**config.mk**
```make
export PLATFORM = sky130hd
export DESIGN_NAME = rv_core
export DESIGN_NICKNAME = d
export VERILOG_FILES = /design/src/common/rv_pkg.sv /design/src/rtl/rv_fetch.sv /design/src/decode/rv_decoder.sv /design/src/exec/rv_regfile.sv /design/src/exec/rv_branch_unit.sv /design/src/exec/rv_alu.sv /design/src/lsu/rv_store_align.sv /design/src/lsu/rv_load_writeback.sv /design/src/rtl/rv_core.sv
export SDC_FILE = /design/constraint.sdc
export NUM_CORES = 2
export LEC_CHECK = 0
export BUFFER_PORTS_ARGS = -buffer_cell sky130_fd_sc_hd__buf_2
export CAP_MARGIN = 20
export CELL_PAD_IN_SITES_DETAIL_PLACEMENT = 0
export CELL_PAD_IN_SITES_GLOBAL_PLACEMENT = 1
export CORE_AREA = 2 2 371 373
export DETAILED_ROUTE_END_ITERATION = 6
export DIE_AREA = 0 0 373 375
export PLACE_DENSITY_LB_ADDON = 0.25
export SLEW_MARGIN = 20
export SYNTH_ARGS = -nofsm -noshare
export SYNTH_HDL_FRONTEND = slang
export SYNTH_SLANG_ARGS = --single-unit
export TNS_END_PERCENT = 10
```
**constraint.sdc**
```tcl
create_clock -name i_clk -period 32.6 [get_ports i_clk]
set_clock_uncertainty 0.05 [all_clocks]
set_input_delay 4.89 -clock i_clk [delete_from_list [all_inputs] [get_ports i_clk]]
set_output_delay 4.89 -clock i_clk [all_outputs]
set_load 0.03 [all_outputs]
```
**src/common/rv_pkg.sv**
```systemverilog
package rv_pkg;

    localparam int XLEN       = 32;
    localparam int REG_ADDR_W = 5;

    // major opcodes from instruction bits 6..2
    localparam logic [4:0] OPC_LOAD     = 5'b00000;
    localparam logic [4:0] OPC_MISC_MEM = 5'b00011;
    localparam logic [4:0] OPC_OP_IMM   = 5'b00100;
    localparam logic [4:0] OPC_AUIPC    = 5'b00101;
    localparam logic [4:0] OPC_STORE    = 5'b01000;
    localparam logic [4:0] OPC_OP       = 5'b01100;
    localparam logic [4:0] OPC_LUI      = 5'b01101;
    localparam logic [4:0] OPC_BRANCH   = 5'b11000;
    localparam logic [4:0] OPC_JALR     = 5'b11001;
    localparam logic [4:0] OPC_JAL      = 5'b11011;
    localparam logic [4:0] OPC_SYSTEM   = 5'b11100;

    typedef enum logic [2:0] {
        ALU_ADD,
        ALU_OR,
        ALU_AND,
        ALU_XOR,
        ALU_SLT,
        ALU_SHIFT
    } alu_op_e;

    // destination write data source
    typedef enum logic [1:0] {
        RD_ALU,
        RD_MEM,
        RD_PC4
    } rd_sel_e;

    // same encoding as funct3[1:0] of loads and stores
    typedef enum logic [1:0] {
        MEM_BYTE = 2'b00,
        MEM_HALF = 2'b01,
        MEM_WORD = 2'b10
    } mem_width_e;

    typedef enum logic {
        SHIFT_LEFT,
        SHIFT_RIGHT
    } shift_dir_e;

endpackage

```
**src/rtl/rv_fetch.sv**
```systemverilog
module rv_fetch
    import rv_pkg::*;
#(
    parameter logic [XLEN-1:0] RESET_PC = '0
) (
    input  logic            i_clk,
    input  logic            i_rst_n,
    input  logic            i_redirect,
    input  logic [XLEN-1:0] i_target,
    output logic [XLEN-1:0] o_pc,
    output logic [XLEN-1:0] o_pc_plus4
);

    logic [XLEN-1:0] next_pc;

    assign o_pc_plus4 = o_pc + XLEN'(4);

    // jump targets drop bit 0
    assign next_pc = i_redirect ? {i_target[XLEN-1:1], 1'b0} : o_pc_plus4;

    always_ff @(posedge i_clk or negedge i_rst_n) begin
        if (!i_rst_n) begin
            o_pc <= RESET_PC;
        end else begin
            o_pc <= next_pc;
        end
    end

endmodule

```
**src/decode/rv_decoder.sv**
```systemverilog
module rv_decoder
    import rv_pkg::*;
(
    input  logic [XLEN-1:0]       i_inst,
    output logic [REG_ADDR_W-1:0] o_rs1_addr,
    output logic [REG_ADDR_W-1:0] o_rs2_addr,
    output logic [REG_ADDR_W-1:0] o_rd_addr,
    output logic                  o_rd_wen,
    output rd_sel_e               o_rd_sel,
    output logic                  o_op1_pc,
    output logic                  o_op2_imm,
    output logic                  o_cmp_imm,
    output alu_op_e               o_alu_op,
    output logic                  o_alu_sub,
    output logic                  o_slt_unsigned,
    output shift_dir_e            o_shift_dir,
    output logic                  o_shift_arith,
    output logic                  o_jump,
    output logic                  o_branch,
    output logic                  o_br_equal,
    output logic                  o_br_unsigned,
    output logic                  o_br_invert,
    output logic [XLEN-1:0]       o_imm,
    output logic                  o_mem_ren,
    output logic                  o_mem_wen,
    output mem_width_e            o_mem_width,
    output logic                  o_mem_unsigned
);

    logic [4:0]      opcode;
    logic [2:0]      funct3;
    logic            funct7_b5;
    logic [XLEN-1:0] imm_i;
    logic [XLEN-1:0] imm_s;
    logic [XLEN-1:0] imm_b;
    logic [XLEN-1:0] imm_u;
    logic [XLEN-1:0] imm_j;
    alu_op_e         f3_op;

    assign opcode    = i_inst[6:2];
    assign funct3    = i_inst[14:12];
    assign funct7_b5 = i_inst[30];

    assign imm_i = {{20{i_inst[31]}}, i_inst[31:20]};
    assign imm_s = {{20{i_inst[31]}}, i_inst[31:25], i_inst[11:7]};
    assign imm_b = {{19{i_inst[31]}}, i_inst[31], i_inst[7], i_inst[30:25], i_inst[11:8], 1'b0};
    assign imm_u = {i_inst[31:12], 12'b0};
    assign imm_j = {{11{i_inst[31]}}, i_inst[31], i_inst[19:12], i_inst[20], i_inst[30:21], 1'b0};

    // lui adds its immediate to x0
    assign o_rs1_addr = (opcode == OPC_LUI) ? '0 : i_inst[19:15];
    assign o_rs2_addr = i_inst[24:20];
    assign o_rd_addr  = i_inst[11:7];

    assign o_slt_unsigned = funct3[0];
    assign o_shift_dir    = funct3[2] ? SHIFT_RIGHT : SHIFT_LEFT;
    assign o_shift_arith  = funct7_b5;
    assign o_br_equal     = !funct3[2];
    assign o_br_unsigned  = funct3[1];
    assign o_br_invert    = funct3[0];
    assign o_mem_width    = mem_width_e'(funct3[1:0]);
    assign o_mem_unsigned = funct3[2];

    always_comb begin
        case (funct3)
            3'b001, 3'b101: f3_op = ALU_SHIFT;
            3'b010, 3'b011: f3_op = ALU_SLT;
            3'b100:         f3_op = ALU_XOR;
            3'b110:         f3_op = ALU_OR;
            3'b111:         f3_op = ALU_AND;
            default:        f3_op = ALU_ADD;
        endcase
    end

    always_comb begin
        o_rd_wen  = 1'b0;
        o_rd_sel  = RD_ALU;
        o_op1_pc  = 1'b0;
        o_op2_imm = 1'b1;
        o_cmp_imm = 1'b0;
        o_alu_op  = ALU_ADD;
        o_alu_sub = 1'b0;
        o_jump    = 1'b0;
        o_branch  = 1'b0;
        o_mem_ren = 1'b0;
        o_mem_wen = 1'b0;
        o_imm     = imm_i;
        case (opcode)
            OPC_LUI: begin
                o_rd_wen = 1'b1;
                o_imm    = imm_u;
            end
            OPC_AUIPC: begin
                o_rd_wen = 1'b1;
                o_op1_pc = 1'b1;
                o_imm    = imm_u;
            end
            OPC_JAL: begin
                o_rd_wen = 1'b1;
                o_rd_sel = RD_PC4;
                o_op1_pc = 1'b1;
                o_jump   = 1'b1;
                o_imm    = imm_j;
            end
            OPC_JALR: begin
                o_rd_wen = 1'b1;
                o_rd_sel = RD_PC4;
                o_jump   = 1'b1;
            end
            OPC_BRANCH: begin
                o_op1_pc = 1'b1;
                o_branch = 1'b1;
                o_imm    = imm_b;
            end
            OPC_LOAD: begin
                o_rd_wen  = 1'b1;
                o_rd_sel  = RD_MEM;
                o_mem_ren = 1'b1;
            end
            OPC_STORE: begin
                o_mem_wen = 1'b1;
                o_imm     = imm_s;
            end
            OPC_OP_IMM: begin
                o_rd_wen  = 1'b1;
                o_cmp_imm = 1'b1;
                o_alu_op  = f3_op;
            end
            OPC_OP: begin
                o_rd_wen  = 1'b1;
                o_op2_imm = 1'b0;
                o_alu_op  = f3_op;
                o_alu_sub = (funct3 == 3'b000) && funct7_b5;
            end
            // fence and system retire as nops
            OPC_MISC_MEM, OPC_SYSTEM: begin
                o_rd_wen = 1'b0;
            end
            default: begin
                o_rd_wen = 1'b0;
            end
        endcase
    end

endmodule

```
**src/exec/rv_regfile.sv**
```systemverilog
module rv_regfile
    import rv_pkg::*;
(
    input  logic                  i_clk,
    input  logic                  i_rst_n,
    input  logic [REG_ADDR_W-1:0] i_rs1_addr,
    input  logic [REG_ADDR_W-1:0] i_rs2_addr,
    input  logic [REG_ADDR_W-1:0] i_rd_addr,
    input  logic                  i_rd_wen,
    input  logic [XLEN-1:0]       i_rd_wdata,
    output logic [XLEN-1:0]       o_rs1_rdata,
    output logic [XLEN-1:0]       o_rs2_rdata
);

    // x0 has no storage
    logic [XLEN-1:0] regs [1:2**REG_ADDR_W-1];

    always_ff @(posedge i_clk or negedge i_rst_n) begin
        if (!i_rst_n) begin
            for (int i = 1; i < 2**REG_ADDR_W; i++) begin
                regs[i] <= '0;
            end
        end else if (i_rd_wen && (i_rd_addr != '0)) begin
            regs[i_rd_addr] <= i_rd_wdata;
        end
    end

    assign o_rs1_rdata = (i_rs1_addr == '0) ? '0 : regs[i_rs1_addr];
    assign o_rs2_rdata = (i_rs2_addr == '0) ? '0 : regs[i_rs2_addr];

endmodule

```
**src/exec/rv_branch_unit.sv**
```systemverilog
module rv_branch_unit (
    input  logic [31:0] i_op1,
    input  logic [31:0] i_op2,
    input  logic        i_jump,
    input  logic        i_branch,
    input  logic        i_equal,
    input  logic        i_unsigned,
    input  logic        i_invert,
    output logic        o_lt,
    output logic        o_ltu,
    output logic        o_redirect
);

    logic eq;
    logic lt_low;
    logic lt_acc;
    logic take;

    assign eq = &(i_op1 ~^ i_op2);

    // ripple from lsb so a higher differing bit overrides the lower result
    always_comb begin
        lt_acc = 1'b0;
        lt_low = 1'b0;
        for (int i = 0; i < 32; i++) begin
            lt_acc = (!i_op1[i] && i_op2[i]) || ((i_op1[i] == i_op2[i]) && lt_acc);
            if (i == 30) begin
                lt_low = lt_acc;
            end
        end
    end

    assign o_ltu = lt_acc;
    assign o_lt  = (i_op1[31] == i_op2[31]) ? lt_low : i_op1[31];

    assign take       = (i_equal ? eq : (i_unsigned ? o_ltu : o_lt)) ^ i_invert;
    assign o_redirect = i_jump || (i_branch && take);

endmodule

```
**src/exec/rv_alu.sv**
```systemverilog
module rv_alu
    import rv_pkg::*;
(
    input  alu_op_e         i_op,
    input  logic            i_sub,
    input  logic            i_slt_unsigned,
    input  shift_dir_e      i_shift_dir,
    input  logic            i_shift_arith,
    input  logic [XLEN-1:0] i_op1,
    input  logic [XLEN-1:0] i_op2,
    input  logic            i_lt,
    input  logic            i_ltu,
    output logic [XLEN-1:0] o_result
);

    logic [XLEN-1:0] op2_eff;
    logic [XLEN-1:0] prop;
    logic [XLEN-1:0] gen;
    logic [XLEN-1:0] sum;
    logic            carry;
    logic            left;
    logic            fill;
    logic [XLEN-1:0] stage;
    logic [XLEN-1:0] shift_res;

    // subtract by inverting op2 with carry-in set
    assign op2_eff = i_op2 ^ {XLEN{i_sub}};
    assign prop    = i_op1 ^ op2_eff;
    assign gen     = i_op1 & op2_eff;

    always_comb begin
        carry = i_sub;
        for (int i = 0; i < XLEN; i++) begin
            sum[i] = prop[i] ^ carry;
            carry  = gen[i] | (prop[i] & carry);
        end
    end

    // left shifts run through the right shifter bit-reversed
    assign left = (i_shift_dir == SHIFT_LEFT);
    assign fill = !left && i_shift_arith && i_op1[XLEN-1];

    always_comb begin
        for (int i = 0; i < XLEN; i++) begin
            stage[i] = left ? i_op1[XLEN-1-i] : i_op1[i];
        end
        if (i_op2[4]) begin
            stage = {{16{fill}}, stage[31:16]};
        end
        if (i_op2[3]) begin
            stage = {{8{fill}}, stage[31:8]};
        end
        if (i_op2[2]) begin
            stage = {{4{fill}}, stage[31:4]};
        end
        if (i_op2[1]) begin
            stage = {{2{fill}}, stage[31:2]};
        end
        if (i_op2[0]) begin
            stage = {fill, stage[31:1]};
        end
        for (int i = 0; i < XLEN; i++) begin
            shift_res[i] = left ? stage[XLEN-1-i] : stage[i];
        end
    end

    always_comb begin
        case (i_op)
            ALU_OR:    o_result = prop | gen;
            ALU_AND:   o_result = gen;
            ALU_XOR:   o_result = prop;
            ALU_SLT:   o_result = {{(XLEN-1){1'b0}}, i_slt_unsigned ? i_ltu : i_lt};
            ALU_SHIFT: o_result = shift_res;
            default:   o_result = sum;
        endcase
    end

endmodule

```
**src/lsu/rv_store_align.sv**
```systemverilog
module rv_store_align
    import rv_pkg::*;
(
    input  logic [XLEN-1:0] i_addr,
    input  logic [XLEN-1:0] i_rs2,
    input  logic            i_wen,
    input  mem_width_e      i_width,
    output logic [XLEN-1:0] o_dmem_addr,
    output logic [XLEN-1:0] o_dmem_wdata,
    output logic [3:0]      o_dmem_wmask
);

    logic [3:0] lane_mask;

    assign o_dmem_addr = {i_addr[XLEN-1:2], 2'b00};

    always_comb begin
        case (i_width)
            MEM_BYTE: begin
                lane_mask    = 4'b0001 << i_addr[1:0];
                o_dmem_wdata = i_rs2 << {i_addr[1:0], 3'b000};
            end
            MEM_HALF: begin
                lane_mask    = i_addr[1] ? 4'b1100 : 4'b0011;
                o_dmem_wdata = i_addr[1] ? {i_rs2[15:0], 16'h0000} : i_rs2;
            end
            default: begin
                lane_mask    = 4'b1111;
                o_dmem_wdata = i_rs2;
            end
        endcase
    end

    assign o_dmem_wmask = lane_mask & {4{i_wen}};

endmodule

```
**src/lsu/rv_load_writeback.sv**
```systemverilog
module rv_load_writeback
    import rv_pkg::*;
(
    input  logic [1:0]      i_addr_lsb,
    input  mem_width_e      i_width,
    input  logic            i_unsigned,
    input  logic [XLEN-1:0] i_dmem_rdata,
    input  rd_sel_e         i_rd_sel,
    input  logic [XLEN-1:0] i_alu_result,
    input  logic [XLEN-1:0] i_pc_plus4,
    output logic [XLEN-1:0] o_rd_wdata
);

    logic [15:0]     half;
    logic [7:0]      byte_sel;
    logic            sign;
    logic [XLEN-1:0] load_data;

    assign half     = i_addr_lsb[1] ? i_dmem_rdata[31:16] : i_dmem_rdata[15:0];
    assign byte_sel = i_addr_lsb[0] ? half[15:8] : half[7:0];

    always_comb begin
        case (i_width)
            MEM_BYTE: begin
                sign      = !i_unsigned && byte_sel[7];
                load_data = {{24{sign}}, byte_sel};
            end
            MEM_HALF: begin
                sign      = !i_unsigned && half[15];
                load_data = {{16{sign}}, half};
            end
            default: begin
                sign      = 1'b0;
                load_data = i_dmem_rdata;
            end
        endcase
    end

    always_comb begin
        case (i_rd_sel)
            RD_MEM:  o_rd_wdata = load_data;
            RD_PC4:  o_rd_wdata = i_pc_plus4;
            default: o_rd_wdata = i_alu_result;
        endcase
    end

endmodule

```
**src/rtl/rv_core.sv**
```systemverilog
module rv_core
    import rv_pkg::*;
#(
    parameter logic [XLEN-1:0] RESET_PC = '0
) (
    input  logic            i_clk,
    input  logic            i_rst_n,
    output logic [XLEN-1:0] o_imem_addr,
    input  logic [XLEN-1:0] i_imem_rdata,
    output logic [XLEN-1:0] o_dmem_addr,
    output logic [XLEN-1:0] o_dmem_wdata,
    output logic [3:0]      o_dmem_wmask,
    output logic            o_dmem_ren,
    input  logic [XLEN-1:0] i_dmem_rdata
);

    logic [XLEN-1:0]       pc;
    logic [XLEN-1:0]       pc_plus4;
    logic [REG_ADDR_W-1:0] rs1_addr;
    logic [REG_ADDR_W-1:0] rs2_addr;
    logic [REG_ADDR_W-1:0] rd_addr;
    logic                  rd_wen;
    rd_sel_e               rd_sel;
    logic                  op1_pc;
    logic                  op2_imm;
    logic                  cmp_imm;
    alu_op_e               alu_op;
    logic                  alu_sub;
    logic                  slt_unsigned;
    shift_dir_e            shift_dir;
    logic                  shift_arith;
    logic                  jump;
    logic                  branch;
    logic                  br_equal;
    logic                  br_unsigned;
    logic                  br_invert;
    logic [XLEN-1:0]       imm;
    logic                  mem_wen;
    mem_width_e            mem_width;
    logic                  mem_unsigned;
    logic [XLEN-1:0]       rs1_rdata;
    logic [XLEN-1:0]       rs2_rdata;
    logic [XLEN-1:0]       rd_wdata;
    logic                  lt;
    logic                  ltu;
    logic                  redirect;
    logic [XLEN-1:0]       alu_result;

    // operand routing between regfile, immediate and pc
    wire [XLEN-1:0] alu_op1 = op1_pc ? pc : rs1_rdata;
    wire [XLEN-1:0] alu_op2 = op2_imm ? imm : rs2_rdata;
    wire [XLEN-1:0] cmp_op2 = cmp_imm ? imm : rs2_rdata;

    assign o_imem_addr = pc;

    rv_fetch #(
        .RESET_PC(RESET_PC)
    ) fetch_i (
        .i_clk      (i_clk),
        .i_rst_n    (i_rst_n),
        .i_redirect (redirect),
        .i_target   (alu_result),
        .o_pc       (pc),
        .o_pc_plus4 (pc_plus4)
    );

    rv_decoder decoder_i (
        .i_inst         (i_imem_rdata),
        .o_rs1_addr     (rs1_addr),
        .o_rs2_addr     (rs2_addr),
        .o_rd_addr      (rd_addr),
        .o_rd_wen       (rd_wen),
        .o_rd_sel       (rd_sel),
        .o_op1_pc       (op1_pc),
        .o_op2_imm      (op2_imm),
        .o_cmp_imm      (cmp_imm),
        .o_alu_op       (alu_op),
        .o_alu_sub      (alu_sub),
        .o_slt_unsigned (slt_unsigned),
        .o_shift_dir    (shift_dir),
        .o_shift_arith  (shift_arith),
        .o_jump         (jump),
        .o_branch       (branch),
        .o_br_equal     (br_equal),
        .o_br_unsigned  (br_unsigned),
        .o_br_invert    (br_invert),
        .o_imm          (imm),
        .o_mem_ren      (o_dmem_ren),
        .o_mem_wen      (mem_wen),
        .o_mem_width    (mem_width),
        .o_mem_unsigned (mem_unsigned)
    );

    rv_regfile regfile_i (
        .i_clk       (i_clk),
        .i_rst_n     (i_rst_n),
        .i_rs1_addr  (rs1_addr),
        .i_rs2_addr  (rs2_addr),
        .i_rd_addr   (rd_addr),
        .i_rd_wen    (rd_wen),
        .i_rd_wdata  (rd_wdata),
        .o_rs1_rdata (rs1_rdata),
        .o_rs2_rdata (rs2_rdata)
    );

    rv_branch_unit branch_i (
        .i_op1      (rs1_rdata),
        .i_op2      (cmp_op2),
        .i_jump     (jump),
        .i_branch   (branch),
        .i_equal    (br_equal),
        .i_unsigned (br_unsigned),
        .i_invert   (br_invert),
        .o_lt       (lt),
        .o_ltu      (ltu),
        .o_redirect (redirect)
    );

    rv_alu alu_i (
        .i_op           (alu_op),
        .i_sub          (alu_sub),
        .i_slt_unsigned (slt_unsigned),
        .i_shift_dir    (shift_dir),
        .i_shift_arith  (shift_arith),
        .i_op1          (alu_op1),
        .i_op2          (alu_op2),
        .i_lt           (lt),
        .i_ltu          (ltu),
        .o_result       (alu_result)
    );

    rv_store_align store_i (
        .i_addr       (alu_result),
        .i_rs2        (rs2_rdata),
        .i_wen        (mem_wen),
        .i_width      (mem_width),
        .o_dmem_addr  (o_dmem_addr),
        .o_dmem_wdata (o_dmem_wdata),
        .o_dmem_wmask (o_dmem_wmask)
    );

    rv_load_writeback writeback_i (
        .i_addr_lsb   (alu_result[1:0]),
        .i_width      (mem_width),
        .i_unsigned   (mem_unsigned),
        .i_dmem_rdata (i_dmem_rdata),
        .i_rd_sel     (rd_sel),
        .i_alu_result (alu_result),
        .i_pc_plus4   (pc_plus4),
        .o_rd_wdata   (rd_wdata)
    );

endmodule

```
* After elaboration in Yosys (flattened, before gate mapping)
Index checks and enable logic that the tools add are counted.
** Operators by class
- Add/subtract/negate cells :: 1
- Multipliers :: 0
- Divide/modulo/power cells :: 0
- $lt $le $gt $ge :: 4
- Eq/ne operators :: 54
- Shift-type cells :: 2
- Muxes and demuxes :: 111
- Bitwise logic cells :: 104
- Reductions and logical operators :: 150
** Operators with widths (number)
- $bwmux W992 :: 1
- $mux W32 :: 17
- $bmux W32 S5 :: 2
- $pmux W32 S2 :: 3
- $demux W32 S5 :: 1
- $pmux W32 S5 :: 1
- $pmux W31 S4 :: 1
- $mux W1 :: 77
- $logic_and A1 B1 Y1 :: 71
- $xor A32 B32 Y32 :: 2
- $logic_not A1 Y1 :: 33
- $xor A1 B1 Y1 :: 33
- $add A32 B3 Y32 const B :: 1
- $and A32 B32 Y32 :: 1
- $logic_or A1 B1 Y1 :: 32
- $or A32 B32 Y32 :: 1
- $reduce_and A32 Y1 :: 1
- $shl A32 B5 Y32 :: 1
- $xnor A32 B32 Y32 :: 1
- $and A1 B1 Y1 :: 31
- $eq A1 B1 Y1 :: 31
- $or A1 B1 Y1 :: 31
- $eq A3 B3 Y1 const B :: 6
- $ge A6 B6 Y1 const B :: 3
- other kinds (26) :: 44
** Word-level totals
- Register bits after elaboration :: 1024
- Bits in latches :: 0
- Memory bits (writable) :: 0
- Memory bits (read-only) :: 0
- Input bits :: 66
- Output and inout bits :: 101
- Logic and storage cells :: 458
- Memories :: 0

* Depth between registers and ports, before layout
- Depth after elaboration :: 79
- Depth in mapped cells :: 52
- Mapped depth without buffers :: 43

* By module
A second synthesis with hierarchy kept.
** Second synthesis, totals
- Cell total of the unflattened synthesis :: 5326
- Area, all modules :: 67714.9 um^2
** Modules (own cells, without submodules)
- rv_regfile :: instances 1, cells each 3612, area an instance 53491.3 um^2, sequential area each 24823.8 um^2
- rv_alu :: instances 1, cells each 820, area an instance 6568.8 um^2, sequential area each 0.0 um^2
- rv_fetch :: instances 1, cells each 199, area an instance 1934.4 um^2, sequential area each 775.7 um^2
- rv_core :: instances 1, cells each 108, area an instance 1632.8 um^2, sequential area each 0.0 um^2
- rv_store_align :: instances 1, cells each 168, area an instance 1183.6 um^2, sequential area each 0.0 um^2
- rv_load_writeback :: instances 1, cells each 175, area an instance 1181.1 um^2, sequential area each 0.0 um^2
- rv_branch_unit :: instances 1, cells each 128, area an instance 950.9 um^2, sequential area each 0.0 um^2
- rv_decoder :: instances 1, cells each 116, area an instance 772.0 um^2, sequential area each 0.0 um^2

* Worst setup path before layout
No wires, ideal clock.
- Kind :: input port to output port
- Start point :: in i_imem_rdata[20]
- End point :: out o_dmem_addr[31]
- Arrival :: 22118 ps
- Required time :: 27660 ps
- Slack :: 5542 ps
- Stages on the path :: 46
- Buffers on the path :: 7
- Cells stage by stage :: buf_6 -> buf_6 -> buf_6 -> buf_6 -> mux4_2 -> mux4_2 -> mux2i_2 -> nor2_1 -> a21o_1 -> buf_2 -> clkbuf_1 -> clkbuf_1 -> nand2_1 -> o21ai_0 -> fa_1 -> fa_1 -> fa_1 -> fa_1 -> (+10 left out) -> fa_1 -> fa_1 -> fa_1 -> fa_1 -> fa_1 -> fa_1 -> fa_1 -> fa_1 -> fa_1 -> fa_1 -> fa_1 -> fa_1 -> fa_1 -> fa_1 -> fa_1 -> fa_1 -> xnor2_1 -> a22oi_1
** On the way
- Cells in the longest elaborated chain, start to end :: 72
- Elaborated cells between the ends (all ways) :: 82
- Those cells by class :: 13 x mux; 68 x bitwise; 1 x reduce/logical
** RTL lines
- start, declared :: RTL line rv_core.sv:9 : input logic [XLEN-1:0] i_imem_rdata,
- $not A5 Y6 (implied by the code) :: RTL line rv_regfile.sv:29 : assign o_rs2_rdata = (i_rs2_addr == '0) ? '0 : regs[i_rs2_addr];
- $bmux W32 S5 :: RTL line rv_regfile.sv:29
- $mux W32 (implied by the code) (2 in series) :: RTL line rv_regfile.sv:29
- $mux W32 :: RTL line rv_regfile.sv:29
- $mux W32 * :: RTL line rv_core.sv:51 : wire [XLEN-1:0] alu_op2 = op2_imm ? imm : rs2_rdata;
- $xor A32 B32 Y32 :: RTL line rv_alu.sv:27 : assign op2_eff = i_op2 ^ {XLEN{i_sub}};
- $xor A32 B32 Y32 :: RTL line rv_alu.sv:28 : assign prop = i_op1 ^ op2_eff;
- $and A1 B1 Y1 :: RTL line rv_alu.sv:35 : carry = gen[i] | (prop[i] & carry);
- (+55 left out)
- $and A1 B1 Y1 :: RTL line rv_alu.sv:35
- $or A1 B1 Y1 :: RTL line rv_alu.sv:35
- $and A1 B1 Y1 :: RTL line rv_alu.sv:35
- $or A1 B1 Y1 :: RTL line rv_alu.sv:35
- $and A1 B1 Y1 :: RTL line rv_alu.sv:35
- $or A1 B1 Y1 :: RTL line rv_alu.sv:35
- $xor A1 B1 Y1 :: RTL line rv_alu.sv:34 : sum[i] = prop[i] ^ carry;
- $pmux W32 S5 * :: RTL line rv_alu.sv:68 : case (i_op)
- end, declared :: RTL line rv_core.sv:10 : output logic [XLEN-1:0] o_dmem_addr,
Mark *: on every way between the ends. The rest lies on a longest branch, timed or not. The select of a mux whose other input is x is not followed.

* Final worst setup path
- Start point :: in i_imem_rdata[21]
- End point :: out o_dmem_addr[31]
Same word-level chain as after synthesis.

==> load_flow_metrics.sql <==
INSERT INTO impl_metrics (metric_group, metric, value, unit) VALUES
('clock_network', 'post_cts_hold_buffer_count', '0', ''),
('power', 'internal_power_summed_over_all_cells', '2940', 'uW'),
('setup_path', 'worst_path_max_delay_cell', 'sky130_fd_sc_hd__mux2i_2', ''),
('timing', 'report.final.setup_viol', '0', ''),
('clock_network', 'numCtsBuffers', '114', ''),
('setup_path', 'reg2regPathDepth', '44', ''),
('floorplan', 'start_util', '0.504', ''),
('clock_network', 'clock_tree.root_cell', 'sky130_fd_sc_hd__clkbuf_16', ''),
('setup_path', 'cpLargestDelayFamily', 'adder cells', ''),
('grt', 'largest_net_degree_at_the_start_of_global_routing', '112', ''),
('clock_network', 'clock_tree.buffer_depth', '3', ''),
('power', 'ir_worst_vdd', '51.8', 'uV'),
('final_layout', 'layout.area.seq', '25600', 'um^2'),
('timing', 'timing_max_transition_violations_final', '0', ''),
('synthesis', 'synth_top_cell_by_area', 'sky130_fd_sc_hd__dfrtp_1', ''),
('clock_network', 'post_cts.repair.setup_buffers', '0', ''),
('drt', 'violation_count_after_the_first_detailed_route_iteration', '9374', ''),
('timing', 'final.setup.tns', '0', 'ns'),
('power', 'total_leakage_power', '0.0315', 'uW'),
('setup_path', 'worstPathBufferInverterCount', '4', ''),
('grt', 'overflow', '0', ''),
('final_layout', 'final_net_count', '6760', ''),
('drt', 'drt-pass1-iter-count', '7', ''),
('setup_path', 'criticalPathCategory', 'in2out', ''),
('power', 'report.power.total', '4910', 'uW'),
('setup_path', 'cp_data_required_time', '27.66', 'ns'),
('synthesis', 'synth_ff_type', 'sky130_fd_sc_hd__dfrtp_1', ''),
('synthesis', 'synthesized_netlist_cell_count', '6718', ''),
('floorplan', 'core_region_area', '136000', 'um^2'),
('synthesis', 'synthArstFlopShare', '1.00', ''),
('grt', 'groute.usage.overall', '0.426', ''),
('clock_network', 'htree_levels', '3', ''),
('grt', 'vias_in_the_first_global_route', '57700', ''),
('floorplan', 'design.portCount', '167', ''),
('power', 'p_sw', '1960', 'uW'),
('setup_path', 'max_stage_delay', '0.90', 'ns'),
('synthesis', 'synth.lib_cells_used.distinct', '115', ''),
('floorplan', 'dieArea', '140000', 'um^2'),
('power', 'power_frac_comb', '0.365', ''),
('final_layout', 'num-fill-cells', '12100', ''),
('hold_path', 'holdCritPathClass', 'reg2reg', ''),
('setup_path', 'endpoint_kind', 'output pin', ''),
('setup_path', 'timing.critical_path.fanout_max', '55', ''),
('clock_network', 'clock_sinks', '1023', ''),
('drt', 'detail-route-antenna-nets', '0', ''),
('setup_path', 'cell_mode_on_critical_path', 'sky130_fd_sc_hd__fa_1', ''),
('setup_path', 'worst_setup_path_start_kind', 'input port', ''),
('floorplan', 'fp-row-count', '136', ''),
('placed_design', 'portBuffers', '161', ''),
('placed_design', 'gp_congestion', '1.02', ''),
('hold_path', 'hold_depth', '2', ''),
('power', 'pwr_density_cell', '65.4', 'nW/um^2'),
('timing', 'timing.slew.headroom', '0.163', ''),
('timing', 'post-route-period-util', '0.888', ''),
('status', 'status', 'completed', ''),
('clock_network', 'worstSkewPairLatency', '0.81', 'ns'),
('setup_path', 'arrival_time_reported_for_the_critical_path_endpoint', '24.02', 'ns'),
('power', 'power.share.switching', '0.400', ''),
('timing', 'worst-slew-pin-transition', '1.25', 'ns'),
('final_layout', 'drive_gt1_frac', '0.240', ''),
('synthesis', 'yosysSeqAreaShare', '0.372', ''),
('drt', 'remaining_drc_errors', '0', ''),
('synthesis', 'synth_enable_flop_cells', '0', ''),
('power', 'seqPwrFrac', '0.371', ''),
('synthesis', 'ys_seq_elements', '1023', ''),
('drt', 'wirelength', '304000', 'um'),
('floorplan', 'y_dimension_of_the_die', '375', 'um'),
('synthesis', 'post_synth_instance_area', '68700', 'um^2'),
('synthesis', 'synth.area.top_cells', 'sky130_fd_sc_hd__dfrtp_1, sky130_fd_sc_hd__mux4_2, sky130_fd_sc_hd__mux2_2, sky130_fd_sc_hd__mux2i_1, sky130_fd_sc_hd__a21oi_1', ''),
('job', 'max_capacitance_violation_count', '0', ''),
('drt', 'post_drt_wl_per_cell', '36.0', 'um');
==> cells in the mapped netlist (11+ instances only) <==
library cell                instances
sky130_fd_sc_hd__nor2b_1           30
sky130_fd_sc_hd__a31oi_1          253
sky130_fd_sc_hd__clkbuf_1         402
sky130_fd_sc_hd__mux2i_1          450
sky130_fd_sc_hd__dfrtp_1         1023
sky130_fd_sc_hd__nand4_1           31
sky130_fd_sc_hd__a22oi_1           65
sky130_fd_sc_hd__a21oi_1          534
sky130_fd_sc_hd__buf_4             37
sky130_fd_sc_hd__a32oi_1           15
sky130_fd_sc_hd__o21ai_0          396
sky130_fd_sc_hd__nor3_1            71
sky130_fd_sc_hd__ha_1              99
sky130_fd_sc_hd__mux4_2           367
sky130_fd_sc_hd__o221ai_1          47
sky130_fd_sc_hd__nand2b_1          23
sky130_fd_sc_hd__o32ai_1           12
sky130_fd_sc_hd__inv_1            137
sky130_fd_sc_hd__buf_2            152
sky130_fd_sc_hd__and2_1            25
sky130_fd_sc_hd__clkbuf_2          12
sky130_fd_sc_hd__xnor2_1           48
sky130_fd_sc_hd__a21o_1            21
sky130_fd_sc_hd__nand2_1          520
sky130_fd_sc_hd__o311ai_0          13
sky130_fd_sc_hd__o21a_1            25
sky130_fd_sc_hd__a2111oi_0         17
sky130_fd_sc_hd__o22ai_1          113
sky130_fd_sc_hd__a211oi_1          58
sky130_fd_sc_hd__fa_1              30
sky130_fd_sc_hd__buf_6             36
sky130_fd_sc_hd__a221o_1           11
sky130_fd_sc_hd__and3_1            17
sky130_fd_sc_hd__mux2_4            31
sky130_fd_sc_hd__nor4_1            18
sky130_fd_sc_hd__o31ai_1           22
sky130_fd_sc_hd__mux2_2           451
sky130_fd_sc_hd__o21ai_1           82
sky130_fd_sc_hd__o211ai_1          78
sky130_fd_sc_hd__nor2_1           488
sky130_fd_sc_hd__buf_1             53
sky130_fd_sc_hd__a221oi_1          68
sky130_fd_sc_hd__nand3_1          105
==> through the flow <==
step | std cells | cell area (um^2) | setup slack [ns] | util | hold WS, ns
2_1_floorplan | 6720 | 68700 | 5.54 | - | 0.409
3_3_place_gp | 8240 | 71200 | 4.17 | 0.523 | 0.423
3_5_place_dp | 8242 | 71200 | 4.03 | 0.523 | 0.436
4_1_cts | 8439 | 74900 | 4.04 | 0.550 | 0.449
5_1_grt | 8441 | 74900 | 3.29 | 0.550 | 0.475
6_report | 8459 | 75000 | 3.64 | 0.550 | 0.449
==> placed cells by master (no fill, tap or decap), types with 68 or more instances in the layout <==
| master | count |
|---|---|
| sky130_fd_sc_hd__a21oi_1 | 526 |
| sky130_fd_sc_hd__a221oi_1 | 68 |
| sky130_fd_sc_hd__a31oi_1 | 249 |
| sky130_fd_sc_hd__buf_2 | 153 |
| sky130_fd_sc_hd__buf_4 | 259 |
| sky130_fd_sc_hd__clkbuf_16 | 115 |
| sky130_fd_sc_hd__dfrtp_1 | 1023 |
| sky130_fd_sc_hd__ha_1 | 98 |
| sky130_fd_sc_hd__inv_1 | 137 |
| sky130_fd_sc_hd__mux2_2 | 451 |
| sky130_fd_sc_hd__mux2i_1 | 445 |
| sky130_fd_sc_hd__mux4_2 | 367 |
| sky130_fd_sc_hd__nand2_1 | 520 |
| sky130_fd_sc_hd__nand3_1 | 105 |
| sky130_fd_sc_hd__nor2_1 | 455 |
| sky130_fd_sc_hd__nor3_1 | 69 |
| sky130_fd_sc_hd__o211ai_1 | 78 |
| sky130_fd_sc_hd__o21ai_0 | 393 |
| sky130_fd_sc_hd__o21ai_1 | 76 |
| sky130_fd_sc_hd__o22ai_1 | 111 |
==> power by group through the flow <==
stage	combinational, uW	clock, uW	sequential (uW)
6_report	1790	1290	1820
5_1_grt	1880	1350	1850
4_1_cts	1740	1300	1810
3_5_place_dp	1730	0	1830
3_3_place_gp	1710	0	1810
2_1_floorplan	1110	0	1760
==> final timing paths <==
kind | from | end | slack (ns)
min | regfile_i.regs[815] | regfile_i.regs[815] | 0.45
max | i_imem_rdata[21] | o_dmem_addr[31] | 3.64
max reg2reg | regfile_i.regs[512] | regfile_i.regs[766] | 13.26
min reg2reg | regfile_i.regs[815] | regfile_i.regs[815] | 0.45
min in group asynchronous | i_rst_n | regfile_i.regs[811] | 4.06
max in group asynchronous | i_rst_n | fetch_i.o_pc[31] | 24.45
==> tightest hold or removal path: stages, from the launching register on <==
cell                      delay, ns
sky130_fd_sc_hd__dfrtp_1       0.35
sky130_fd_sc_hd__nand2_1       0.05
sky130_fd_sc_hd__o21ai_0       0.06
==> registers in the layout (all words and copies together) (netlist names) <==
signal / count
regfile_i.regs: 992
fetch_i.o_pc: 31
==> kinds of logic after synthesis <==
family,count (synthesis),synth area share
AOI/OAI and AO/OA,1979,0.182
buffers and inverters,832,0.0548
other,1,0.0000546
adders and majority gates,129,0.0268
and+or+nand+nor,1392,0.0887
muxes,1304,0.268
DFF,1023,0.372
xor gates and xnor gates,58,0.00739
==> metal layers <==
metal / wire, um / global-route usage / part of all wire
met1: 114000 / 0.560 / 0.38
met2: 128000 / 0.606 / 0.42
met3: 37500 / 0.127 / 0.12
met4: 24800 / 0.294 / 0.081
met5: 144 / 0 / 0.00047
==> layout make-up <==
cell class | count | share of cell area
multi-input combinational | 4865 | 0.534
sequential | 1023 | 0.341
clock buffer | 170 | 0.0443
timing repair buffer | 423 | 0.0383
tap | 1794 | 0.0299
inverter | 138 | 0.00691
clock inverter | 27 | 0.00465
antenna | 19 | 0.000634
No activity file was read; power rests on OpenSTA's default activity.
